--- config.mk ---
export PLATFORM = sky130hd
export DESIGN_NAME = sbtgt_repeater
export DESIGN_NICKNAME = d
export VERILOG_FILES = /design/src/design/sbtgt_pkg.sv /design/src/design/sbtgt_flit_if.sv /design/src/design/sbtgt_byte_counter.sv /design/src/design/sbtgt_flow_ctrl.sv /design/src/design/sbtgt_msg_tracker.sv /design/src/design/sbtgt_queue.sv /design/src/design/sbtgt_repeater.sv
export SDC_FILE = /design/constraint.sdc
export NUM_CORES = 1
export LEC_CHECK = 0
export BUFFER_PORTS_ARGS = -buffer_cell sky130_fd_sc_hd__buf_4
export CAP_MARGIN = 20
export CORE_UTILIZATION = 53
export CTS_BUF_LIST = sky130_fd_sc_hd__clkbuf_16
export CTS_CLUSTER_SIZE = 24
export DETAILED_ROUTE_END_ITERATION = 12
export PLACE_DENSITY = 0.8
export SETUP_SLACK_MARGIN = 0.15
export SYNTH_ARGS = -nofsm -noshare
export SYNTH_HDL_FRONTEND = slang
export SYNTH_HIERARCHICAL = 1
export SYNTH_SLANG_ARGS = --single-unit
--- constraint.sdc ---
create_clock -name agent_clk -period 2.6 [get_ports agent_clk]
set_clock_uncertainty 0.1 [all_clocks]
set_input_delay 0.39 -clock agent_clk [delete_from_list [all_inputs] [get_ports agent_clk]]
set_output_delay 0.39 -clock agent_clk [all_outputs]
set_load 0.05 [all_outputs]
--- src/design/sbtgt_pkg.sv ---
// shared types and defaults for the sideband target repeater, imported by every design module
package sbtgt_pkg;

  // ------------------------------------------------------------
  // widths with a meaning
  // ------------------------------------------------------------

  // bit 0 is the entry index, bit 1 the wrap bit
  typedef logic [1:0] qptr_t;

  // beat position inside a dword for narrow payloads
  typedef logic [1:0] beat_cnt_t;

  // ------------------------------------------------------------
  // enumerations
  // ------------------------------------------------------------

  typedef enum logic {
    msg_idle   = 1'b0,
    msg_active = 1'b1
  } msg_state_e;

  // index into the two-bit per channel status ports
  typedef enum int unsigned {
    chan_pc = 0,
    chan_np = 1
  } chan_e;

  // full dword payload unless the top level narrows it
  localparam int PLD_WIDTH_DEFAULT = 32;

endpackage

--- src/design/sbtgt_flit_if.sv ---
// flit bundle for one sideband channel, driven through src and sampled through dst
`timescale 1ns/1ps

interface sbtgt_flit_if #(
  parameter int PLD_WIDTH = sbtgt_pkg::PLD_WIDTH_DEFAULT
);

  logic                 put;
  logic                 valid;
  logic                 eom;
  logic                 cmpl;
  logic                 parity;
  logic [PLD_WIDTH-1:0] payload;

  // producer side of the flit
  modport src (
    output put, valid, eom, cmpl, parity, payload
  );

  // consumer side of the flit
  modport dst (
    input put, valid, eom, cmpl, parity, payload
  );

endinterface

--- src/design/sbtgt_byte_counter.sv ---
// beat counter that marks the last byte lane of a dword when the payload is narrower than 32 bits
`timescale 1ns/1ps

module sbtgt_byte_counter #(
  parameter int PLD_WIDTH = sbtgt_pkg::PLD_WIDTH_DEFAULT
) (
  input  logic agent_clk,
  input  logic agent_rst_b,
  input  logic beat,
  output logic last_byte
);

  import sbtgt_pkg::*;

  // 1 beat at width 32, 2 at 16, 4 at 8
  localparam beat_cnt_t LAST_BEAT = beat_cnt_t'((32 / PLD_WIDTH) - 1);

  beat_cnt_t cnt;

  always_ff @(posedge agent_clk or negedge agent_rst_b) begin
    if (!agent_rst_b) begin
      cnt <= '0;
    end else if (beat) begin
      if (cnt == LAST_BEAT) begin
        cnt <= '0;
      end else begin
        cnt <= cnt + beat_cnt_t'(1);
      end
    end
  end

  // with a full dword per beat the count never leaves 0, so this stays high
  assign last_byte = (cnt == LAST_BEAT);

endmodule

--- src/design/sbtgt_flow_ctrl.sv ---
// pop decisions and np ordering fence for the two target queues, plus registered credits to the endpoint
`timescale 1ns/1ps

module sbtgt_flow_ctrl (
  input  logic              agent_clk,
  input  logic              agent_rst_b,
  input  logic              pc_head_put,
  input  logic              pc_head_valid,
  input  logic              pc_empty,
  input  logic              np_head_put,
  input  logic              np_head_valid,
  input  logic              np_empty,
  input  sbtgt_pkg::qptr_t  pc_head_tag,
  input  sbtgt_pkg::qptr_t  np_rptr,
  input  logic              ip_pc_free,
  input  logic              ip_np_free,
  input  logic              ip_np_claim,
  output logic              pc_pop,
  output logic              np_pop,
  output logic              np_fence_open,
  output logic              ep_pc_free,
  output logic              ep_np_free,
  output logic              ep_np_claim
);

  logic pc_ready;
  logic np_ready;

  // ------------------------------------------------------------
  // ordering fence
  // ------------------------------------------------------------

  // the posted head remembers where the np write pointer stood when it arrived;
  // once the np read pointer reaches that spot, the np head is younger and must wait
  assign np_fence_open = (pc_head_tag != np_rptr) | pc_empty | np_empty;

  // ------------------------------------------------------------
  // pops
  // ------------------------------------------------------------

  // put heads wait for free, valid-only heads go straight away
  assign pc_ready = pc_head_put ? ip_pc_free : pc_head_valid;
  assign np_ready = np_head_put ? ip_np_free : np_head_valid;

  assign pc_pop = pc_ready & ~pc_empty;
  assign np_pop = np_ready & np_fence_open & ~np_empty;

  // ------------------------------------------------------------
  // credits back to the endpoint
  // ------------------------------------------------------------

  always_ff @(posedge agent_clk or negedge agent_rst_b) begin
    if (!agent_rst_b) begin
      ep_pc_free  <= 1'b0;
      ep_np_free  <= 1'b0;
      ep_np_claim <= 1'b0;
    end else begin
      ep_pc_free  <= ip_pc_free;
      // hide np free while an older posted flit is still queued ahead
      ep_np_free  <= ip_np_free & np_fence_open;
      ep_np_claim <= ip_np_claim;
    end
  end

endmodule

--- src/design/sbtgt_msg_tracker.sv ---
// per channel FSM that reports whether a message is still in progress at the agent
`timescale 1ns/1ps

module sbtgt_msg_tracker (
  input  logic agent_clk,
  input  logic agent_rst_b,
  input  logic beat,
  input  logic eom,
  input  logic last_byte,
  output logic msg_in_progress
);

  import sbtgt_pkg::*;

  msg_state_e state;
  msg_state_e state_nxt;

  // only a completed dword moves the state
  always_comb begin
    state_nxt = state;
    if (beat && last_byte) begin
      if (eom) begin
        state_nxt = msg_idle;
      end else begin
        state_nxt = msg_active;
      end
    end
  end

  always_ff @(posedge agent_clk or negedge agent_rst_b) begin
    if (!agent_rst_b) begin
      state <= msg_idle;
    end else begin
      state <= state_nxt;
    end
  end

  assign msg_in_progress = (state == msg_active);

endmodule

--- src/design/sbtgt_queue.sv ---
// two-entry flit queue for one channel, with an optional ordering tag kept per entry
`timescale 1ns/1ps

module sbtgt_queue #(
  parameter int PLD_WIDTH = sbtgt_pkg::PLD_WIDTH_DEFAULT,
  parameter bit STORE_TAG = 1'b0
) (
  input  logic              agent_clk,
  input  logic              agent_rst_b,
  sbtgt_flit_if.dst         flit_in,
  input  logic              pop,
  input  sbtgt_pkg::qptr_t  tag_in,
  sbtgt_flit_if.src         head,
  output sbtgt_pkg::qptr_t  head_tag,
  output sbtgt_pkg::qptr_t  rptr,
  output sbtgt_pkg::qptr_t  wptr_next,
  output logic              empty,
  output logic              full
);

  import sbtgt_pkg::*;

  // cmpl, eom, valid, put, parity, payload
  localparam int ENTRY_W = PLD_WIDTH + 5;

  logic [ENTRY_W-1:0] mem [2];
  logic [ENTRY_W-1:0] entry_in;
  logic [ENTRY_W-1:0] entry_out;
  qptr_t              wptr;
  qptr_t              wptr_inc;
  qptr_t              rptr_inc;
  logic               push;
  logic               wr_move;
  logic               rd_move;

  // ------------------------------------------------------------
  // pointers and flags
  // ------------------------------------------------------------

  assign push    = flit_in.put | flit_in.valid;
  assign wr_move = push & ~full;
  assign rd_move = pop & ~empty;

  // depth two, so a plain increment flips the wrap bit after index 1
  assign wptr_inc = wptr + qptr_t'(1);
  assign rptr_inc = rptr + qptr_t'(1);

  // pointer as it stands after this cycle's push
  assign wptr_next = wr_move ? wptr_inc : wptr;

  always_ff @(posedge agent_clk or negedge agent_rst_b) begin
    if (!agent_rst_b) begin
      wptr <= '0;
      rptr <= '0;
    end else begin
      if (wr_move) begin
        wptr <= wptr_inc;
      end
      if (rd_move) begin
        rptr <= rptr_inc;
      end
    end
  end

  // full is set when a lone push catches up with the read index
  always_ff @(posedge agent_clk or negedge agent_rst_b) begin
    if (!agent_rst_b) begin
      full <= 1'b0;
    end else if (wr_move && !rd_move && (wptr_inc[0] == rptr[0])) begin
      full <= 1'b1;
    end else if (rd_move && !wr_move) begin
      full <= 1'b0;
    end
  end

  // empty is set when a lone pop catches up with the write index
  always_ff @(posedge agent_clk or negedge agent_rst_b) begin
    if (!agent_rst_b) begin
      empty <= 1'b1;
    end else if (rd_move && !wr_move && (rptr_inc[0] == wptr[0])) begin
      empty <= 1'b1;
    end else if (wr_move && !rd_move) begin
      empty <= 1'b0;
    end
  end

  // ------------------------------------------------------------
  // storage
  // ------------------------------------------------------------

  assign entry_in = {flit_in.cmpl, flit_in.eom, flit_in.valid, flit_in.put,
                     flit_in.parity, flit_in.payload};

  always_ff @(posedge agent_clk) begin
    if (wr_move) begin
      mem[wptr[0]] <= entry_in;
    end
  end

  assign entry_out = mem[rptr[0]];

  assign head.payload = entry_out[PLD_WIDTH-1:0];
  assign head.parity  = entry_out[PLD_WIDTH];
  assign head.put     = entry_out[PLD_WIDTH+1];
  assign head.valid   = entry_out[PLD_WIDTH+2];
  assign head.eom     = entry_out[PLD_WIDTH+3];
  assign head.cmpl    = entry_out[PLD_WIDTH+4];

  // np write pointer captured alongside each posted entry
  if (STORE_TAG) begin : g_tag
    qptr_t tag_mem [2];

    always_ff @(posedge agent_clk) begin
      if (wr_move) begin
        tag_mem[wptr[0]] <= tag_in;
      end
    end

    assign head_tag = tag_mem[rptr[0]];
  end else begin : g_no_tag
    assign head_tag = '0;
  end

endmodule

--- src/design/sbtgt_repeater.sv ---
// target side repeater top, queuing endpoint flits per channel and presenting the heads to the agent
`timescale 1ns/1ps

module sbtgt_repeater #(
  parameter int PLD_WIDTH = sbtgt_pkg::PLD_WIDTH_DEFAULT
) (
  input  logic                 agent_clk,
  input  logic                 agent_rst_b,
  // agent side
  input  logic                 ip_pc_free,
  input  logic                 ip_np_free,
  input  logic                 ip_np_claim,
  output logic                 ip_pc_msgip,
  output logic                 ip_np_msgip,
  output logic                 ip_pc_eom,
  output logic                 ip_np_eom,
  output logic                 ip_pc_parity,
  output logic                 ip_np_parity,
  output logic                 ip_pc_cmpl,
  output logic                 ip_pc_valid,
  output logic                 ip_np_valid,
  output logic [PLD_WIDTH-1:0] ip_pc_payload,
  output logic [PLD_WIDTH-1:0] ip_np_payload,
  // endpoint side
  output logic                 ep_pc_free,
  output logic                 ep_np_free,
  output logic                 ep_np_claim,
  input  logic                 ep_pc_put,
  input  logic                 ep_np_put,
  input  logic                 ep_pc_valid,
  input  logic                 ep_np_valid,
  input  logic                 ep_pc_eom,
  input  logic                 ep_np_eom,
  input  logic                 ep_pc_parity,
  input  logic                 ep_np_parity,
  input  logic                 ep_pc_cmpl,
  input  logic [PLD_WIDTH-1:0] ep_pc_payload,
  input  logic [PLD_WIDTH-1:0] ep_np_payload,
  // status
  output logic [1:0]           queue_empty,
  output logic [1:0]           put_to_tgt,
  output logic                 np_fence_open
);

  import sbtgt_pkg::*;

  sbtgt_flit_if #(.PLD_WIDTH(PLD_WIDTH)) ep_pc_flit ();
  sbtgt_flit_if #(.PLD_WIDTH(PLD_WIDTH)) ep_np_flit ();
  sbtgt_flit_if #(.PLD_WIDTH(PLD_WIDTH)) ip_pc_head ();
  sbtgt_flit_if #(.PLD_WIDTH(PLD_WIDTH)) ip_np_head ();

  qptr_t pc_head_tag;
  qptr_t np_rptr;
  qptr_t np_wptr_next;
  logic  pc_empty;
  logic  np_empty;
  logic  pc_pop;
  logic  np_pop;
  logic  pc_beat;
  logic  np_beat;
  logic  pc_last_byte;
  logic  np_last_byte;

  // ------------------------------------------------------------
  // endpoint flits into the queues
  // ------------------------------------------------------------

  assign ep_pc_flit.put     = ep_pc_put;
  assign ep_pc_flit.valid   = ep_pc_valid;
  assign ep_pc_flit.eom     = ep_pc_eom;
  assign ep_pc_flit.cmpl    = ep_pc_cmpl;
  assign ep_pc_flit.parity  = ep_pc_parity;
  assign ep_pc_flit.payload = ep_pc_payload;

  // completions only travel on the posted channel
  assign ep_np_flit.put     = ep_np_put;
  assign ep_np_flit.valid   = ep_np_valid;
  assign ep_np_flit.eom     = ep_np_eom;
  assign ep_np_flit.cmpl    = 1'b0;
  assign ep_np_flit.parity  = ep_np_parity;
  assign ep_np_flit.payload = ep_np_payload;

  // posted entries are tagged with the np write pointer for the fence
  sbtgt_queue #(.PLD_WIDTH(PLD_WIDTH), .STORE_TAG(1'b1)) u_pc_queue (
    .agent_clk   (agent_clk),
    .agent_rst_b (agent_rst_b),
    .flit_in     (ep_pc_flit),
    .pop         (pc_pop),
    .tag_in      (np_wptr_next),
    .head        (ip_pc_head),
    .head_tag    (pc_head_tag),
    .rptr        (),
    .wptr_next   (),
    .empty       (pc_empty),
    .full        ()
  );

  sbtgt_queue #(.PLD_WIDTH(PLD_WIDTH), .STORE_TAG(1'b0)) u_np_queue (
    .agent_clk   (agent_clk),
    .agent_rst_b (agent_rst_b),
    .flit_in     (ep_np_flit),
    .pop         (np_pop),
    .tag_in      (),
    .head        (ip_np_head),
    .head_tag    (),
    .rptr        (np_rptr),
    .wptr_next   (np_wptr_next),
    .empty       (np_empty),
    .full        ()
  );

  // ------------------------------------------------------------
  // flow control
  // ------------------------------------------------------------

  sbtgt_flow_ctrl u_flow_ctrl (
    .agent_clk     (agent_clk),
    .agent_rst_b   (agent_rst_b),
    .pc_head_put   (ip_pc_head.put),
    .pc_head_valid (ip_pc_head.valid),
    .pc_empty      (pc_empty),
    .np_head_put   (ip_np_head.put),
    .np_head_valid (ip_np_head.valid),
    .np_empty      (np_empty),
    .pc_head_tag   (pc_head_tag),
    .np_rptr       (np_rptr),
    .ip_pc_free    (ip_pc_free),
    .ip_np_free    (ip_np_free),
    .ip_np_claim   (ip_np_claim),
    .pc_pop        (pc_pop),
    .np_pop        (np_pop),
    .np_fence_open (np_fence_open),
    .ep_pc_free    (ep_pc_free),
    .ep_np_free    (ep_np_free),
    .ep_np_claim   (ep_np_claim)
  );

  // ------------------------------------------------------------
  // message in progress tracking
  // ------------------------------------------------------------

  // a delivered put flit is one beat
  assign pc_beat = pc_pop & ip_pc_head.put;
  assign np_beat = np_pop & ip_np_head.put;

  sbtgt_byte_counter #(.PLD_WIDTH(PLD_WIDTH)) u_pc_bytes (
    .agent_clk   (agent_clk),
    .agent_rst_b (agent_rst_b),
    .beat        (pc_beat),
    .last_byte   (pc_last_byte)
  );

  sbtgt_byte_counter #(.PLD_WIDTH(PLD_WIDTH)) u_np_bytes (
    .agent_clk   (agent_clk),
    .agent_rst_b (agent_rst_b),
    .beat        (np_beat),
    .last_byte   (np_last_byte)
  );

  sbtgt_msg_tracker u_pc_msg (
    .agent_clk       (agent_clk),
    .agent_rst_b     (agent_rst_b),
    .beat            (pc_beat),
    .eom             (ip_pc_head.eom),
    .last_byte       (pc_last_byte),
    .msg_in_progress (ip_pc_msgip)
  );

  sbtgt_msg_tracker u_np_msg (
    .agent_clk       (agent_clk),
    .agent_rst_b     (agent_rst_b),
    .beat            (np_beat),
    .eom             (ip_np_head.eom),
    .last_byte       (np_last_byte),
    .msg_in_progress (ip_np_msgip)
  );

  // ------------------------------------------------------------
  // agent outputs
  // ------------------------------------------------------------

  assign ip_pc_eom     = ip_pc_head.eom;
  assign ip_np_eom     = ip_np_head.eom;
  assign ip_pc_parity  = ip_pc_head.parity;
  assign ip_np_parity  = ip_np_head.parity;
  assign ip_pc_payload = ip_pc_head.payload;
  assign ip_np_payload = ip_np_head.payload;

  // stale entries must not look like live flits
  assign ip_pc_valid = ip_pc_head.valid & ~pc_empty;
  assign ip_np_valid = ip_np_head.valid & ~np_empty;
  assign ip_pc_cmpl  = ip_pc_head.cmpl & ~pc_empty;

  assign queue_empty[chan_pc] = pc_empty;
  assign queue_empty[chan_np] = np_empty;
  assign put_to_tgt[chan_pc]  = ip_pc_head.put;
  assign put_to_tgt[chan_np]  = ip_np_head.put;

endmodule

---- Yosys cells after proc, flatten, opt, wreduce, memory -nomap -nowiden ----
Memories as Yosys holds them, arrays and structs flattened.
Index checks and enable logic that the tools add are counted.
storage, ports and cells
  input bits .............................. 78
  register bits after elaboration ......... 21
  bits in writable memories ............... 150
  output and inout port bits .............. 81
  memories ................................ 3
  logic and storage cells ................. 89
memory list
  memory                    words  width  read ports  clocked after memory_dff  write ports  RTL line            text
  u_pc_queue.mem            2      37     1           0                         1            sbtgt_queue.sv:26   logic [ENTRY_W-1:0] mem [2];
  u_np_queue.mem            2      36     1           0                         1            sbtgt_queue.sv:26
  u_pc_queue.g_tag.tag_mem  2      2      1           0                         1            sbtgt_queue.sv:111  qptr_t tag_mem [2];
cells by class
  add/subtract/negate cells ............... 6
  bitwise logic cells ..................... 21
  reductions and logical operators ........ 20
  muxes and demuxes ....................... 19
  equal/unequal tests ..................... 5
operators with widths
  kind                   count
  $mux W1                16
  $and A1 B1 Y1          13
  $add A2 B1 Y2 const B  6
  $logic_and A1 B1 Y1    10
  $reduce_bool A2 Y1     4
  $mux W2                3
  $eq A1 B1 Y1           4
  $logic_not A1 Y1       4
  $logic_not A2 Y1       2
  $not A1 Y1             4
  $or A1 B1 Y1           4
  $ne A2 B2 Y1           1

---- Depth between registers and ports, before layout ----
An unclocked memory read counts as a cell.
  depth in word-level cells ............... 11
  depth in mapped cells ................... 8
  mapped depth without buffers ............ 6

---- By module ----
The synthesis kept the hierarchy.
by module, submodules not included
  module                    cells each  seq. area each (µm²)  instances  area each (µm²)
  sbtgt_queue (u_pc_queue)  145         2,493.6               1          3,253.1
  sbtgt_queue (u_np_queue)  141         2,373.5               1          2,945.3
  sbtgt_byte_counter        8           50.0                  2          105.1
  sbtgt_flow_ctrl           13          75.1                  1          143.9
  sbtgt_msg_tracker         3           25.0                  2          36.3
  sbtgt_repeater            10          0.0                   1          72.6

---- Worst setup path before layout ----
No wires, ideal clock.
  kind .................................... register to register
  from .................................... register u_pc_queue.rptr[0]
  to ...................................... register u_np_bytes.cnt[0]
  arrival time ............................ 1,964 ps
  period minus slack after synthesis ...... 2,189 ps
  stages on the path, launching flop included .. 8
  buffers on the path ..................... 2
  path slack .............................. 411 ps
  data required time ...................... 2,375 ps
  library setup time ...................... 125 ps
  path through ............................ dfrtp_1 buf_6 buf_6 mux2_4 xnor2_1 a311oi_1 and2_1 mux2_2
on the way
  longest elaborated chain between the ends .. 7
ends and longest elaborated chain
  item                        RTL line                  text
  start: declaration          sbtgt_queue.sv:15         output sbtgt_pkg::qptr_t rptr,
  start signal: assignment    sbtgt_queue.sv:60         rptr <= rptr_inc;
  $mem_v2 Z2 W2               -
  named net pc_head_tag[0]    sbtgt_repeater.sv:52      qptr_t pc_head_tag;
  $ne A2 B2 Y1                sbtgt_flow_ctrl.sv:35     assign np_fence_open = (pc_head_tag != np_rptr) | pc_empty | np_empty;
  $or A1 B1 Y1 (2 in a row)   sbtgt_flow_ctrl.sv:35
  $and A1 B1 Y1 (2 in a row)  sbtgt_flow_ctrl.sv:46     assign np_pop = np_ready & np_fence_open & ~np_empty;
  named net np_pop            sbtgt_repeater.sv:58      logic np_pop;
  $and A1 B1 Y1               sbtgt_repeater.sv:144     assign np_beat = np_pop & ip_np_head.put;
  named net np_beat           sbtgt_repeater.sv:60      logic np_beat;
  end signal: assignment      sbtgt_byte_counter.sv:27  cnt <= cnt + beat_cnt_t'(1);
  end: declaration            sbtgt_byte_counter.sv:18  beat_cnt_t cnt;
The timed path passes the listed nets, and every way through them passes these cells.
A chain may end at the register's enable or synchronous reset.

---- Worst setup path after layout ----
  from .................................... register u_np_queue.rptr[0]
  to ...................................... output ip_np_payload[7]
on the way
  longest elaborated chain between the ends .. 1
ends and longest elaborated chain
  item                      RTL line              text
  start: declaration        sbtgt_queue.sv:15
  start signal: assignment  sbtgt_queue.sv:60
  $mem_v2 Z2 W36            -
  end: declaration          sbtgt_repeater.sv:23  output logic [PLD_WIDTH-1:0] ip_np_payload,
No other way between the ends.

==> results.md <==
* Status: completed
* Min-Delay Path Class: in2reg
* First drt pass iteration count at 4
* Post-detail-place hpwl at 7364 um
* Commonest non-fill, non-tap cell in the layout: buf_4
* Hold Crit Endpoint: u_np_queue/mem[0][24]
* Fin. Hold Viols at 0
* Dpl ws at ~400 ps
* Die ar. at 12770 sq um
* Detailed Route WL at 11030 um
* Startpoint types: register
* CTS H-Tree Depth at 4
* Minimum clock period at 2347 ps
* Post-DRT Antenna Nets at 0
* Max frequency at around 0.43 GHz
* Critical path endpoint category: primary output
* Number of port buffers at 158
* Clock root buffer: clkbuf_16
* Cell Area, Synth at about 6500 sq um
* Final WS setup at 252.7 ps
* Gr usage total at 0.1807
* Clock tree sinks at between 150 and 200
* DR iter-0 viols at 199
* Final worst-path cycle share at 0.9028
* Largest net degree at the start of global routing at 38
* Mapped Cells at 318
* Setup TNS at 0 ps
* GPL Wtd Cong at approximately 0.74
* Antenna diodes at 0
* Arrival @ worst endpoint at approximately 1900 ps
* Worst path slowest cell: dfrtp_1
* Vias in the first global route at ~3500
* Vias/cell at around 5
* FF-to-FF setup slack at ~390 ps
* Leak Pwr at 3.465 nW
* Worst Path Max Fanout at 21
* Share of cells above drive strength 1 at 0.5610
* Worst-path cell chain: buf_4, buf_4, mux2_2, buf_4
* Placed Instances at 620
* Number of I/O pins at 159
* Clock Latency Late Sink at around 410 ps
* Worst Tran Pin Value at 503.8 ps
* Core area at between 10000 and 15000 sq um
* Worst Path Required at 2110 ps
* CP most frequent cell: buf_4
* Slew Limit Fails at 0
* Initial antenna violation count at 0
* Syn nets at 404
* Layout Cells excl Fill at 655
* Cell family with most CP delay: buffers and inverters
* P per Cell Area at 1440 nW/um^2
* WS Path Type: reg2out
* Vias at about 3400
* Maximum vdd drop at 0.0008382 V
* Hold_ws at roughly 59 ps
* Final setup viols at 0
* RR Startpoint: u_pc_queue/rptr[0]
* Crit path largest cell delay at 390 ps
* Clock transition at path regs at around 60 ps
* Hold path startpoint: ep_np_payload[24]
* Die X at 113.0 um
* Area delta synth->final at 32.23%
* Initial Util at 0.5435
* CTS tree: yes
* Max-cap viol count at 0
* RR Endpoint: u_pc_bytes/cnt[0]
* Remaining DRCs at 0
* Longest Clk Path Bufs at 2
* Mean post-synth cell area at 20.53 sq um
* Hold Path Depth at 1
* Synth warnings at 6
* Unrepaired setup endpoints after global routing: false
* Most frequent cells in the layout: 164 x buf_4, 150 x edfxtp_1, 41 x mux2_2
* Routed wire per std cell at 16.84 um
* Final nets at 581
* CTS buffer count at 17
* Global route total overflow at 0
* Worst r2r path cells at 6
* Crit path buf inv count at 3
* Layout Utilization at 0.7188
* First-pass GRT wire length at 17040 um
* Slew headroom at 0.6641
* Die Height at 113.0 um
* # rows at 40
-- final cells by class --
class	count	area [sq um]
timing repair buffer	171	1341
clock inverter	15	256.5
multi-input combinational	125	1401
inverter	11	41.29
fill	736	3378
tap	147	183.9
sequential	169	4984
clock buffer	17	425.4
-- repair_timing --
item                                   in CTS  in global routing
buffers inserted                            0                  0
endpoints found under the hold margin      21                  0
hold buffers                                3                  0
gates resized for setup                     0                  0
-- flip-flops by register name (all words and copies together) (netlist names) --
register / cells
u_np_queue/wptr: 2
u_np_queue/mem: 72
u_pc_msg/msg_in_progress: 1
u_np_msg/msg_in_progress: 1
u_pc_queue/wptr: 1
u_flow_ctrl/ep_np_free: 1
u_pc_queue/g_tag.tag_mem: 4
u_np_queue/full: 1
u_np_queue/rptr: 2
u_pc_bytes/cnt: 2
u_pc_queue/mem: 74
u_np_queue/empty: 1
u_flow_ctrl/ep_np_claim: 1
u_pc_queue/empty: 1
u_pc_queue/full: 1
u_flow_ctrl/ep_pc_free: 1
u_pc_queue/rptr: 1
u_np_bytes/cnt: 2
-- how the worst max path moves through the flow --
stage,depth (start not counted),slack [ps],end,start
finish,4,250,ip_np_payload[7],u_np_queue/rptr[0]
global route,4,160,ip_np_payload[25],u_np_queue/rptr[0]
CTS,4,220,ip_np_payload[7],u_np_queue/rptr[0]
detailed placement,6,390,u_pc_bytes/cnt[0],u_pc_queue/rptr[0]
global placement,6,460,u_pc_bytes/cnt[1],u_pc_queue/rptr[0]
floorplan,7,410,u_np_bytes/cnt[0],u_pc_queue/rptr[0]
-- metrics by stage --
stage	total power, W	cell area (sq um)
after detailed placement	0.009673	7921
final	0.01243	8633
after global placement	0.009588	7921
after floorplan	0.008227	6529
after global routing	0.01291	8633
after CTS	0.01254	8633
-- routing by layer --
| metal | track usage | wire length (um) | vias to the layer above |
|---|---|---|---|
| met4 | 0.07895 | 124 | 0 |
| met3 | 0.05356 | 783 | 9 |
| met1 | 0.2118 | 4551 | 1669 |
| li1 | - | - | 1566 |
| met2 | 0.3107 | 5571 | 132 |
| met5 | 0 | 0 | - |
-- power breakdown --
part / switching (W) / internal [W] / leakage (nW) / total [W]
Combinational: 0.00352 / 0.00197 / 1.51 / 0.00550
Sequential: 0.000237 / 0.00386 / 1.62 / 0.00410
Clock: 0.000956 / 0.00189 / 0.337 / 0.00284
Total: 0.00472 / 0.00772 / 3.47 / 0.0124
-- worst register-to-register path, cell delays in order (launching register included) --
cell	delay, ps
dfrtp_2	460
buf_12	290
mux2_4	390
mux2i_1	120
nor2_1	150
and2_1	240
mux2_2	350
No activity file was read; power rests on OpenSTA's default activity.
